**config.mk**
```make
export PLATFORM = sky130hd
export DESIGN_NAME = renkon_ctrl_core
export DESIGN_NICKNAME = d
export VERILOG_FILES = /design/src/renkon_ctrl_pkg.sv /design/src/renkon_pkg.sv /design/src/renkon_ctrl_core.sv /design/src/renkon_ctrl_output.sv /design/src/renkon_ctrl_input.sv /design/src/renkon_ctrl_net.sv /design/src/renkon_ctrl_seq.sv
export SDC_FILE = /design/constraint.sdc
export NUM_CORES = 1
export LEC_CHECK = 0
export ABC_AREA = 1
export BUFFER_PORTS_ARGS = -buffer_cell sky130_fd_sc_hd__buf_2
export CAP_MARGIN = 15
export CORE_ASPECT_RATIO = 1.75
export CORE_MARGIN = 5
export CORE_UTILIZATION = 39
export CTS_BUF_LIST = sky130_fd_sc_hd__clkbuf_4
export DETAILED_ROUTE_END_ITERATION = 16
export SLEW_MARGIN = 30
export SYNTH_ARGS = -nofsm -noshare
export SYNTH_HDL_FRONTEND = slang
export SYNTH_SLANG_ARGS = --single-unit
```
**constraint.sdc**
```tcl
create_clock -name clk -period 6.7 [get_ports clk]
set_input_delay 1.34 -clock clk [delete_from_list [all_inputs] [get_ports clk]]
set_output_delay 1.34 -clock clk [all_outputs]
set_load 0.01 [all_outputs]
```
**src/renkon_ctrl_pkg.sv**
```systemverilog
package renkon_ctrl_pkg;

  // main sequencer state
  typedef enum logic [1:0] {
    S_WAIT    = 2'd0,
    S_NETWORK = 2'd1,
    S_INPUT   = 2'd2,
    S_OUTPUT  = 2'd3
  } core_state_t;

  // network phase sub-state
  typedef enum logic {
    S_W_WEIGHT = 1'b0,
    S_W_BIAS   = 1'b1
  } weight_state_t;

endpackage

```
**src/renkon_pkg.sv**
```systemverilog
package renkon_pkg;

  // ============================================================
  // accelerator sizing
  // ============================================================

  // number of compute lanes
  localparam int RENKON_CORE = 8;

  // data path
  localparam int DWIDTH      = 16;
  localparam int LWIDTH      = 10;

  // memory address widths
  localparam int IMGSIZE     = 12;
  localparam int NETSIZE     = 11;
  localparam int OUTSIZE     = 8;

  // outstanding pixel reads
  localparam int CREDIT_MAX  = 4;

endpackage
```
**src/renkon_ctrl_core.sv**
```systemverilog
`timescale 1ns/1ps

module renkon_ctrl_core
  import renkon_pkg::*, renkon_ctrl_pkg::*;
#(
  parameter int core_num   = RENKON_CORE,
  parameter int credit_num = CREDIT_MAX
) (
  input  logic                          clk,
  input  logic                          xrst,
  // host side
  input  logic                          req,
  output logic                          ack,
  input  logic [LWIDTH-1:0]             total_in,
  input  logic [LWIDTH-1:0]             total_out,
  input  logic [LWIDTH-1:0]             img_size,
  input  logic [LWIDTH-1:0]             conv_kern,
  input  logic [IMGSIZE-1:0]            in_offset,
  input  logic [IMGSIZE-1:0]            out_offset,
  input  logic [NETSIZE-1:0]            net_offset,
  input  logic                          net_we,
  input  logic [$clog2(core_num)-1:0]   net_sel,
  input  logic [NETSIZE-1:0]            net_addr,
  output core_state_t                   core_state,
  // network memory and weight registers
  output logic [core_num-1:0]           mem_net_we,
  output logic [NETSIZE-1:0]            mem_net_addr,
  output logic                          wreg_we,
  output logic                          breg_we,
  // pixel stream
  output logic                          img_re,
  output logic [IMGSIZE-1:0]            img_addr,
  output logic                          first_input,
  output logic                          last_input,
  input  logic                          pix_credit,
  // compute array and serial buffer
  input  logic                          calc_done,
  output logic [$clog2(core_num):0]     serial_re,
  output logic [OUTSIZE-1:0]            serial_addr,
  input  logic signed [DWIDTH-1:0]      out_wdata,
  // image write-back
  output logic                          img_we,
  output logic signed [DWIDTH-1:0]      img_wdata
);

  logic               job_start;
  logic               last_in;
  logic [LWIDTH-1:0]  count_out;
  logic [LWIDTH-1:0]  img_size_r;
  logic [LWIDTH-1:0]  kern_r;
  logic [LWIDTH-1:0]  total_out_r;
  logic               net_end;
  logic               in_end;
  logic               out_end;
  logic [IMGSIZE-1:0] img_addr_in;
  logic [IMGSIZE-1:0] img_addr_out;

  // only one phase drives the image bus at a time
  assign img_addr = (core_state == S_INPUT) ? img_addr_in : img_addr_out;

  renkon_ctrl_seq #(.core_num(core_num)) u_seq (
    .clk, .xrst, .req, .total_in, .total_out, .img_size, .conv_kern,
    .net_end, .in_end, .out_end,
    .state(core_state), .job_start, .last_in, .count_out,
    .img_size_r, .kern_r, .total_out_r, .ack
  );

  renkon_ctrl_net #(.core_num(core_num)) u_net (
    .clk, .xrst, .state(core_state), .last_in, .job_start, .kern_r,
    .net_offset, .net_we, .net_sel, .net_addr,
    .net_end, .wreg_we, .breg_we, .mem_net_we, .mem_net_addr
  );

  renkon_ctrl_input #(.credit_num(credit_num)) u_input (
    .clk, .xrst, .state(core_state), .job_start, .last_in, .img_size_r,
    .in_offset, .pix_credit,
    .in_end, .img_re, .img_addr_in, .first_input, .last_input
  );

  renkon_ctrl_output #(.core_num(core_num)) u_output (
    .clk, .xrst, .state(core_state), .job_start, .calc_done, .count_out,
    .total_out_r, .img_size_r, .kern_r, .out_offset, .out_wdata,
    .out_end, .serial_re, .serial_addr, .img_we, .img_addr_out, .img_wdata
  );

endmodule

```
**src/renkon_ctrl_output.sv**
```systemverilog
`timescale 1ns/1ps

module renkon_ctrl_output
  import renkon_pkg::*, renkon_ctrl_pkg::*;
#(
  parameter int core_num = RENKON_CORE
) (
  input  logic                     clk,
  input  logic                     xrst,
  input  core_state_t              state,
  input  logic                     job_start,
  input  logic                     calc_done,
  input  logic [LWIDTH-1:0]        count_out,
  input  logic [LWIDTH-1:0]        total_out_r,
  input  logic [LWIDTH-1:0]        img_size_r,
  input  logic [LWIDTH-1:0]        kern_r,
  input  logic [IMGSIZE-1:0]       out_offset,
  input  logic signed [DWIDTH-1:0] out_wdata,
  output logic                     out_end,
  output logic [$clog2(core_num):0] serial_re,
  output logic [OUTSIZE-1:0]       serial_addr,
  output logic                     img_we,
  output logic [IMGSIZE-1:0]       img_addr_out,
  output logic signed [DWIDTH-1:0] img_wdata
);

  localparam int LANE_W = $clog2(core_num);

  logic [LWIDTH-1:0]   fea_size;
  logic [2*LWIDTH-1:0] npix;
  logic [LWIDTH-1:0]   next_ch;
  logic [LANE_W-1:0]   lane;
  logic                busy;
  logic                addr_last;
  logic                lane_last;
  logic                rd_last;

  // ============================================================
  // lane and address walk
  // ============================================================

  // no padding, unit stride
  assign fea_size  = img_size_r - kern_r + 1'b1;
  assign npix      = fea_size * fea_size;
  assign addr_last = {{(2*LWIDTH-OUTSIZE){1'b0}}, serial_addr} == npix - 1'b1;

  // lanes past total_out are never read
  assign next_ch   = count_out + LWIDTH'(lane) + 1'b1;
  assign lane_last = (lane == LANE_W'(core_num - 1)) || (next_ch >= total_out_r);
  assign rd_last   = busy && addr_last && lane_last;

  // lane number plus one, zero when idle
  assign serial_re = busy ? {1'b0, lane} + 1'b1 : '0;

  always_ff @(posedge clk) begin
    if (!xrst) begin
      busy        <= 1'b0;
      lane        <= '0;
      serial_addr <= '0;
    end else if (busy) begin
      if (addr_last) begin
        serial_addr <= '0;
        if (lane_last) begin
          busy <= 1'b0;
          lane <= '0;
        end else begin
          lane <= lane + 1'b1;
        end
      end else begin
        serial_addr <= serial_addr + 1'b1;
      end
    end else if (state == S_OUTPUT && calc_done) begin
      busy <= 1'b1;
    end
  end

  // ============================================================
  // image write-back
  // ============================================================

  // serial data comes back one cycle after the read
  assign img_wdata = out_wdata;

  always_ff @(posedge clk) begin
    if (!xrst) begin
      img_we  <= 1'b0;
      out_end <= 1'b0;
    end else begin
      img_we  <= busy;
      out_end <= rd_last;
    end
  end

  // write address spans the whole job
  always_ff @(posedge clk) begin
    if (!xrst) begin
      img_addr_out <= '0;
    end else if (job_start) begin
      img_addr_out <= out_offset;
    end else if (img_we) begin
      img_addr_out <= img_addr_out + 1'b1;
    end
  end

endmodule

```
**src/renkon_ctrl_input.sv**
```systemverilog
`timescale 1ns/1ps

module renkon_ctrl_input
  import renkon_pkg::*, renkon_ctrl_pkg::*;
#(
  parameter int credit_num = CREDIT_MAX
) (
  input  logic               clk,
  input  logic               xrst,
  input  core_state_t        state,
  input  logic               job_start,
  input  logic               last_in,
  input  logic [LWIDTH-1:0]  img_size_r,
  input  logic [IMGSIZE-1:0] in_offset,
  input  logic               pix_credit,
  output logic               in_end,
  output logic               img_re,
  output logic [IMGSIZE-1:0] img_addr_in,
  output logic               first_input,
  output logic               last_input
);

  localparam int CW = $clog2(credit_num + 1);

  logic [CW-1:0]       credit;
  logic [2*LWIDTH-1:0] npix;
  logic [2*LWIDTH-1:0] pix_cnt;
  logic                pix_last;
  logic                first_ch;
  logic [IMGSIZE-1:0]  in_offset_r;

  assign npix     = img_size_r * img_size_r;
  assign pix_last = pix_cnt == npix - 1'b1;

  // no read in the end cycle, the phase is over
  assign img_re      = (state == S_INPUT) && !in_end && (credit != '0);
  assign first_input = img_re && first_ch;
  assign last_input  = img_re && last_in;

  // ============================================================
  // credit counter
  // ============================================================

  always_ff @(posedge clk) begin
    if (!xrst) begin
      credit <= '0;
    end else if (job_start) begin
      credit <= CW'(credit_num);
    end else if (img_re && !pix_credit) begin
      credit <= credit - 1'b1;
    end else if (!img_re && pix_credit) begin
      credit <= credit + 1'b1;
    end
  end

  // pixels of the current channel
  always_ff @(posedge clk) begin
    if (!xrst || job_start) begin
      pix_cnt <= '0;
      in_end  <= 1'b0;
    end else begin
      in_end <= img_re && pix_last;
      if (img_re) begin
        pix_cnt <= pix_last ? '0 : pix_cnt + 1'b1;
      end
    end
  end

  // read address restarts at each group
  always_ff @(posedge clk) begin
    if (!xrst) begin
      img_addr_in <= '0;
      first_ch    <= 1'b0;
    end else if (job_start) begin
      img_addr_in <= in_offset;
      first_ch    <= 1'b1;
    end else if (state == S_OUTPUT) begin
      img_addr_in <= in_offset_r;
      first_ch    <= 1'b1;
    end else begin
      if (img_re) img_addr_in <= img_addr_in + 1'b1;
      if (in_end) first_ch <= 1'b0;
    end
  end

  always_ff @(posedge clk) begin
    if (job_start) begin
      in_offset_r <= in_offset;
    end
  end

endmodule

```
**src/renkon_ctrl_net.sv**
```systemverilog
`timescale 1ns/1ps

module renkon_ctrl_net
  import renkon_pkg::*, renkon_ctrl_pkg::*;
#(
  parameter int core_num = RENKON_CORE
) (
  input  logic                        clk,
  input  logic                        xrst,
  input  core_state_t                 state,
  input  logic                        last_in,
  input  logic                        job_start,
  input  logic [LWIDTH-1:0]           kern_r,
  input  logic [NETSIZE-1:0]          net_offset,
  input  logic                        net_we,
  input  logic [$clog2(core_num)-1:0] net_sel,
  input  logic [NETSIZE-1:0]          net_addr,
  output logic                        net_end,
  output logic                        wreg_we,
  output logic                        breg_we,
  output logic [core_num-1:0]         mem_net_we,
  output logic [NETSIZE-1:0]          mem_net_addr
);

  weight_state_t      wstate;
  logic               host_we;
  logic               weight_end;
  logic [LWIDTH-1:0]  weight_x;
  logic [LWIDTH-1:0]  weight_y;
  logic [NETSIZE-1:0] net_cnt;
  logic [NETSIZE-1:0] net_offset_r;

  assign wreg_we    = (state == S_NETWORK) && (wstate == S_W_WEIGHT);
  assign breg_we    = (state == S_NETWORK) && (wstate == S_W_BIAS);
  assign weight_end = wreg_we && weight_x == kern_r - 1'b1 && weight_y == kern_r - 1'b1;
  // bias word only after the last input channel
  assign net_end    = (weight_end && !last_in) || breg_we;

  // host load only while idle
  assign host_we = net_we && (state == S_WAIT);

  for (genvar i = 0; i < core_num; i++) begin : g_lane_we
    assign mem_net_we[i] = host_we && (net_sel == ($clog2(core_num))'(i));
  end

  assign mem_net_addr = host_we ? net_addr : net_offset_r + net_cnt;

  always_ff @(posedge clk) begin
    if (!xrst) begin
      wstate <= S_W_WEIGHT;
    end else if (job_start) begin
      wstate <= S_W_WEIGHT;
    end else begin
      case (wstate)
        S_W_WEIGHT: if (weight_end && last_in) wstate <= S_W_BIAS;
        S_W_BIAS:   if (breg_we) wstate <= S_W_WEIGHT;
        default:    wstate <= S_W_WEIGHT;
      endcase
    end
  end

  // kernel raster position
  always_ff @(posedge clk) begin
    if (!xrst || job_start) begin
      weight_x <= '0;
      weight_y <= '0;
    end else if (wreg_we) begin
      if (weight_x == kern_r - 1'b1) begin
        weight_x <= '0;
        weight_y <= (weight_y == kern_r - 1'b1) ? '0 : weight_y + 1'b1;
      end else begin
        weight_x <= weight_x + 1'b1;
      end
    end
  end

  // runs over all channels and groups of the job
  always_ff @(posedge clk) begin
    if (!xrst || job_start) begin
      net_cnt <= '0;
    end else if (wreg_we || breg_we) begin
      net_cnt <= net_cnt + 1'b1;
    end
  end

  always_ff @(posedge clk) begin
    if (job_start) begin
      net_offset_r <= net_offset;
    end
  end

endmodule

```
**src/renkon_ctrl_seq.sv**
```systemverilog
`timescale 1ns/1ps

module renkon_ctrl_seq
  import renkon_pkg::*, renkon_ctrl_pkg::*;
#(
  parameter int core_num = RENKON_CORE
) (
  input  logic              clk,
  input  logic              xrst,
  input  logic              req,
  input  logic [LWIDTH-1:0] total_in,
  input  logic [LWIDTH-1:0] total_out,
  input  logic [LWIDTH-1:0] img_size,
  input  logic [LWIDTH-1:0] conv_kern,
  input  logic              net_end,
  input  logic              in_end,
  input  logic              out_end,
  output core_state_t       state,
  output logic              job_start,
  output logic              last_in,
  output logic [LWIDTH-1:0] count_out,
  output logic [LWIDTH-1:0] img_size_r,
  output logic [LWIDTH-1:0] kern_r,
  output logic [LWIDTH-1:0] total_out_r,
  output logic              ack
);

  logic              req_r;
  logic              req_edge;
  logic              last_grp;
  logic [LWIDTH-1:0] total_in_r;
  logic [LWIDTH-1:0] count_in;

  // ============================================================
  // job start detection
  // ============================================================

  assign req_edge  = req && !req_r;
  assign job_start = (state == S_WAIT) && req_edge;

  assign last_in  = count_in == total_in_r - 1'b1;
  // one extra bit so the group step cannot wrap
  assign last_grp = {1'b0, count_out} + (LWIDTH+1)'(core_num) >= {1'b0, total_out_r};

  always_ff @(posedge clk) begin
    if (!xrst) begin
      req_r <= 1'b0;
    end else begin
      req_r <= req;
    end
  end

  // layer parameters, held for the whole job
  always_ff @(posedge clk) begin
    if (job_start) begin
      total_in_r  <= total_in;
      total_out_r <= total_out;
      img_size_r  <= img_size;
      kern_r      <= conv_kern;
    end
  end

  // ============================================================
  // main FSM
  // ============================================================

  always_ff @(posedge clk) begin
    if (!xrst) begin
      state     <= S_WAIT;
      count_in  <= '0;
      count_out <= '0;
    end else begin
      case (state)
        S_WAIT: begin
          if (req_edge) begin
            state     <= S_NETWORK;
            count_in  <= '0;
            count_out <= '0;
          end
        end
        S_NETWORK: begin
          if (net_end) begin
            state <= S_INPUT;
          end
        end
        S_INPUT: begin
          if (in_end) begin
            if (last_in) begin
              state    <= S_OUTPUT;
              count_in <= '0;
            end else begin
              state    <= S_NETWORK;
              count_in <= count_in + 1'b1;
            end
          end
        end
        S_OUTPUT: begin
          // next group of lanes, or back to idle
          if (out_end) begin
            if (last_grp) begin
              state     <= S_WAIT;
              count_out <= '0;
            end else begin
              state     <= S_NETWORK;
              count_out <= count_out + LWIDTH'(core_num);
            end
          end
        end
        default: state <= S_WAIT;
      endcase
    end
  end

  // ack low for the duration of the job
  always_ff @(posedge clk) begin
    if (!xrst) begin
      ack <= 1'b1;
    end else if (job_start) begin
      ack <= 1'b0;
    end else if (state == S_OUTPUT && out_end && last_grp) begin
      ack <= 1'b1;
    end
  end

endmodule

```
==> run summary <==
STA
--------------------------------------------------------------------------------
Hold Vio Cnt, Final ...............................................            0
Setup clock skew after layout .....................................    0.0395 ns
Worst relative slew slack .........................................        37.7%
Number of max-slew violations in the final report .................            0
Worst-margin pin slew .............................................     0.933 ns
Final-layout setup total negative slack ...........................         0 ns
Highest Clock Rate ................................................    0.150 GHz
Final setup vio count .............................................            0
Min Clock Period, post-route ......................................      6.67 ns
Share of the cycle needed by the critical path after routing ......        99.5%
RSZ-0062 raised after global routing ..............................         true

GRT
--------------------------------------------------------------------------------
Number of global-route vias before repair .........................        16651
Global-route wire length before repair ............................     77600 um
Number of antenna violations at the first check in global routing .            3
Gr ovfl total .....................................................            0
Maximum number of pins on one net before global-route repair ......           95
Total global routing track utilization ............................        18.9%

WORST SETUP PATH
--------------------------------------------------------------------------------
Reg2Reg Setup Slack ...............................................      0.03 ns
Critical R2R Launch ............................................... u_seq.kern_r[1]$_DFFE_PP_
Type of destination of the critical path ..........................    flip-flop
CP Data Required Time .............................................      7.20 ns
Max FO, Critical Path .............................................            6
Slowest stage cell on the critical path ...........................         fa_1
Nature of the critical path startpoint ............................    flip-flop
Cell class contributing the biggest share of worst-path delay .....  adder cells
Reg2reg end ....................................................... u_output.lane[1]$_SDFFE_PN0P_
CP dominant cell by count .........................................         fa_1
Arrival time of the worst setup path ..............................      7.17 ns
Cell count of the worst reg-to-reg path ...........................           32
Critical path buffer and inverter count ...........................            6
WS Path Type ......................................................   reg -> reg
Crit-path max cell delay ..........................................      0.58 ns

PLACEMENT
--------------------------------------------------------------------------------
RD Place Congestion ...............................................        0.889
Number of placed instances, taps included .........................         3197
Number of buffer cells added on primary ports .....................          146
Detailed placement HPWL ...........................................     39000 um

ROUTE
--------------------------------------------------------------------------------
Detail-routed via count per cell ..................................         4.98
Antenna Violating Nets Remaining ..................................            0
Via total after detailed routing ..................................        16142
First-pass iteration count of the detailed router .................            5
Drt drc ...........................................................            0
Routed wirelength normalized by instance count ....................      14.6 um
First DRT Iteration DRCs ..........................................          534
Wire length reported by the detailed router .......................     47400 um

CLOCK NETWORK
--------------------------------------------------------------------------------
Number of clock sinks .............................................          179
Quantity of hold-fixing buffers added after cts ...................            0
Maximum level of the CTS H-tree ...................................            4
Clock-pin transition on the worst setup and hold timing paths .....      0.17 ns
Clock latency reported for the late side of the worst-skew pair ...      0.63 ns
Root Buffer .......................................................     clkbuf_4
Number of clock buffers inserted by TritonCTS .....................           17
Max Buffers Root-to-Sink ..........................................            2
CTS tree ..........................................................         done

DIE
--------------------------------------------------------------------------------
Die X .............................................................       172 um
DIE AREA ..........................................................   50300 um^2
Number of ports placed on the die boundary ........................          179
Core area .........................................................   45200 um^2
Initial standard-cell utilization of the core .....................        39.5%
Chip height .......................................................       293 um
Number of placement rows ..........................................          103

LAYOUT
--------------------------------------------------------------------------------
Synth-to-Final Area Change ........................................        14.5%
Final Non-Filler Cells ............................................         3239
Number of nets at the end of the flow .............................         3028
Layout cells sized above 1 ........................................        16.0%
Fill count ........................................................         4593

SYNTHESIS
--------------------------------------------------------------------------------
Share of synthesized flip-flops with an asynchronous set or reset .           0%
Share of synthesized area occupied by flip-flops and latches ......        23.6%
Cell with the most instances after synthesis ......................      nand2_1
Prevailing post-synth register cell ...............................      dfxtp_1
Number of cells produced by synthesis .............................         2446
Proportion of netlist area held by the largest area contributor ...        13.1%
Ranking of synthesized cells by instance count .................... nand2_1, inv_1, nor2_1, ha_1, nand3_1
Leading cell types by total area after synthesis .................. fa_1, dfxtp_1, nand2_1
Register bit total from synthesis .................................          179
Yosys warning total ...............................................            0
Number of unique standard cell types used by synthesis ............           63
Cell type with the largest total area after synthesis .............         fa_1
Netlist Area Pre-Place ............................................   17900 um^2
Number of synthesized flops with an enable pin ....................           63
Avg Cell Area, Syn ................................................    7.30 um^2

MIN PATH
--------------------------------------------------------------------------------
Worst Hold Depth ..................................................            2
Hold crit path type ...............................................   reg -> reg
Launch point of the worst hold path ............................... u_seq.count_in[3]$_SDFFE_PN0P_
Terminating pin of the worst hold path ............................ u_seq.count_in[3]$_SDFFE_PN0P_

FLOW RUN
--------------------------------------------------------------------------------
MaxCap Viol Count .................................................            0

STATUS
--------------------------------------------------------------------------------
Status ............................................................ finished clean

## sequential cells by signal (all words and copies together), names as in the netlist, 11 cells and up
register               count
u_input.in_offset_r       12
u_net.net_offset_r        11
u_input.pix_cnt           20
u_input.img_addr_in       12
u_output.img_addr_out     12
u_net.net_cnt             11
## per-layer routing
layer	share of wire [%]	vias to the layer above	global-route usage [%]
li1	-	8109	-
met1	38	7620	20.0
met2	55	306	36.5
met3	3.5	107	2.75
met4	3.7	0	7.58
met5	0	-	0
## layout make-up
| type | instances | area, um^2 | share of cell area, % |
|---|---|---|---|
| Multi-Input combinational cell | 1748 | 12000 | 58.9 |
| Clock buffer | 22 | 165 | 0.807 |
| Inverter | 463 | 1750 | 8.54 |
| Sequential cell | 179 | 4210 | 20.6 |
| Clock inverter | 10 | 101 | 0.495 |
| Tap cell | 577 | 722 | 3.53 |
| Timing Repair Buffer | 237 | 1450 | 7.08 |
| Antenna cell | 3 | 7.51 | 0.0367 |
## what timing repair did
action,4_1_cts,5_1_grt
setup buffers,1,6
gates resized for setup,30,75
pin swaps,13,48
setup endpoints to repair,13,13
## worst max path at each step
stage                                        from                       endpoint  slack, ns  depth (start not counted)
finish                  u_seq.kern_r[1]$_DFFE_PP_  u_output.lane[1]$_SDFFE_PN0P_       0.03                         32
global route        u_seq.img_size_r[1]$_DFFE_PP_  u_output.lane[1]$_SDFFE_PN0P_      -0.27                         36
CTS                 u_seq.img_size_r[1]$_DFFE_PP_  u_output.lane[1]$_SDFFE_PN0P_       0.02                         31
detailed placement  u_seq.img_size_r[1]$_DFFE_PP_  u_output.lane[1]$_SDFFE_PN0P_      -0.22                         35
global placement    u_seq.img_size_r[1]$_DFFE_PP_  u_output.lane[0]$_SDFFE_PN0P_      -0.16                         35
floorplan           u_seq.img_size_r[1]$_DFFE_PP_  u_output.lane[0]$_SDFFE_PN0P_       0.01                         36
## kinds of logic after synthesis
group	share of synthesized area [%]
adder cells (fa/ha/maj)	23.9
buffers and inverters	11.4
XOR/XNOR	5.72
multiplexers	0.0630
other	0.0420
flip-flops	23.6
AND/OR/NAND/NOR	27.3
AO/OA/AOI/OAI	7.93
## worst min-delay path, cell delays in order, from the launching register on
cell and delay, ns:
dfxtp_1 0.34, nand2_1 0.06, a21oi_1 0.06
## cells in the final DEF (no fill, tap or decap), types with 14 or more instances in the layout
master    count
nand2_1     537
inv_1       435
nor2_1      234
buf_2       146
ha_1        141
nand3_1     129
dfxtp_1     116
fa_1        114
a21oi_1      95
buf_4        84
o21ai_0      79
xor2_1       74
edfxtp_1     63
nand4_1      41
nor3_1       40
xnor2_1      37
clkbuf_4     22
inv_2        21
nand2_2      18
nor2_2       17
nor2_4       14
## per-stage QoR
| step | hold WS, ns | worst slack [ns] | utilization [%] | area, um^2 |
|---|---|---|---|---|
| global placement | 0.454 | -0.160 | 43.5 | 19700 |
| finish | 0.482 | 0.0308 | 45.2 | 20500 |
| global route | 0.522 | -0.275 | 45.2 | 20400 |
| CTS | 0.493 | 0.0209 | 44.4 | 20100 |
| detailed placement | 0.468 | -0.222 | 43.5 | 19700 |
| floorplan | 0.445 | 0.0136 | - | 17900 |
Power is left out: the tool's default activity adds up to more than one toggle a clock period on the data nets, which glitch-free logic cannot reach.
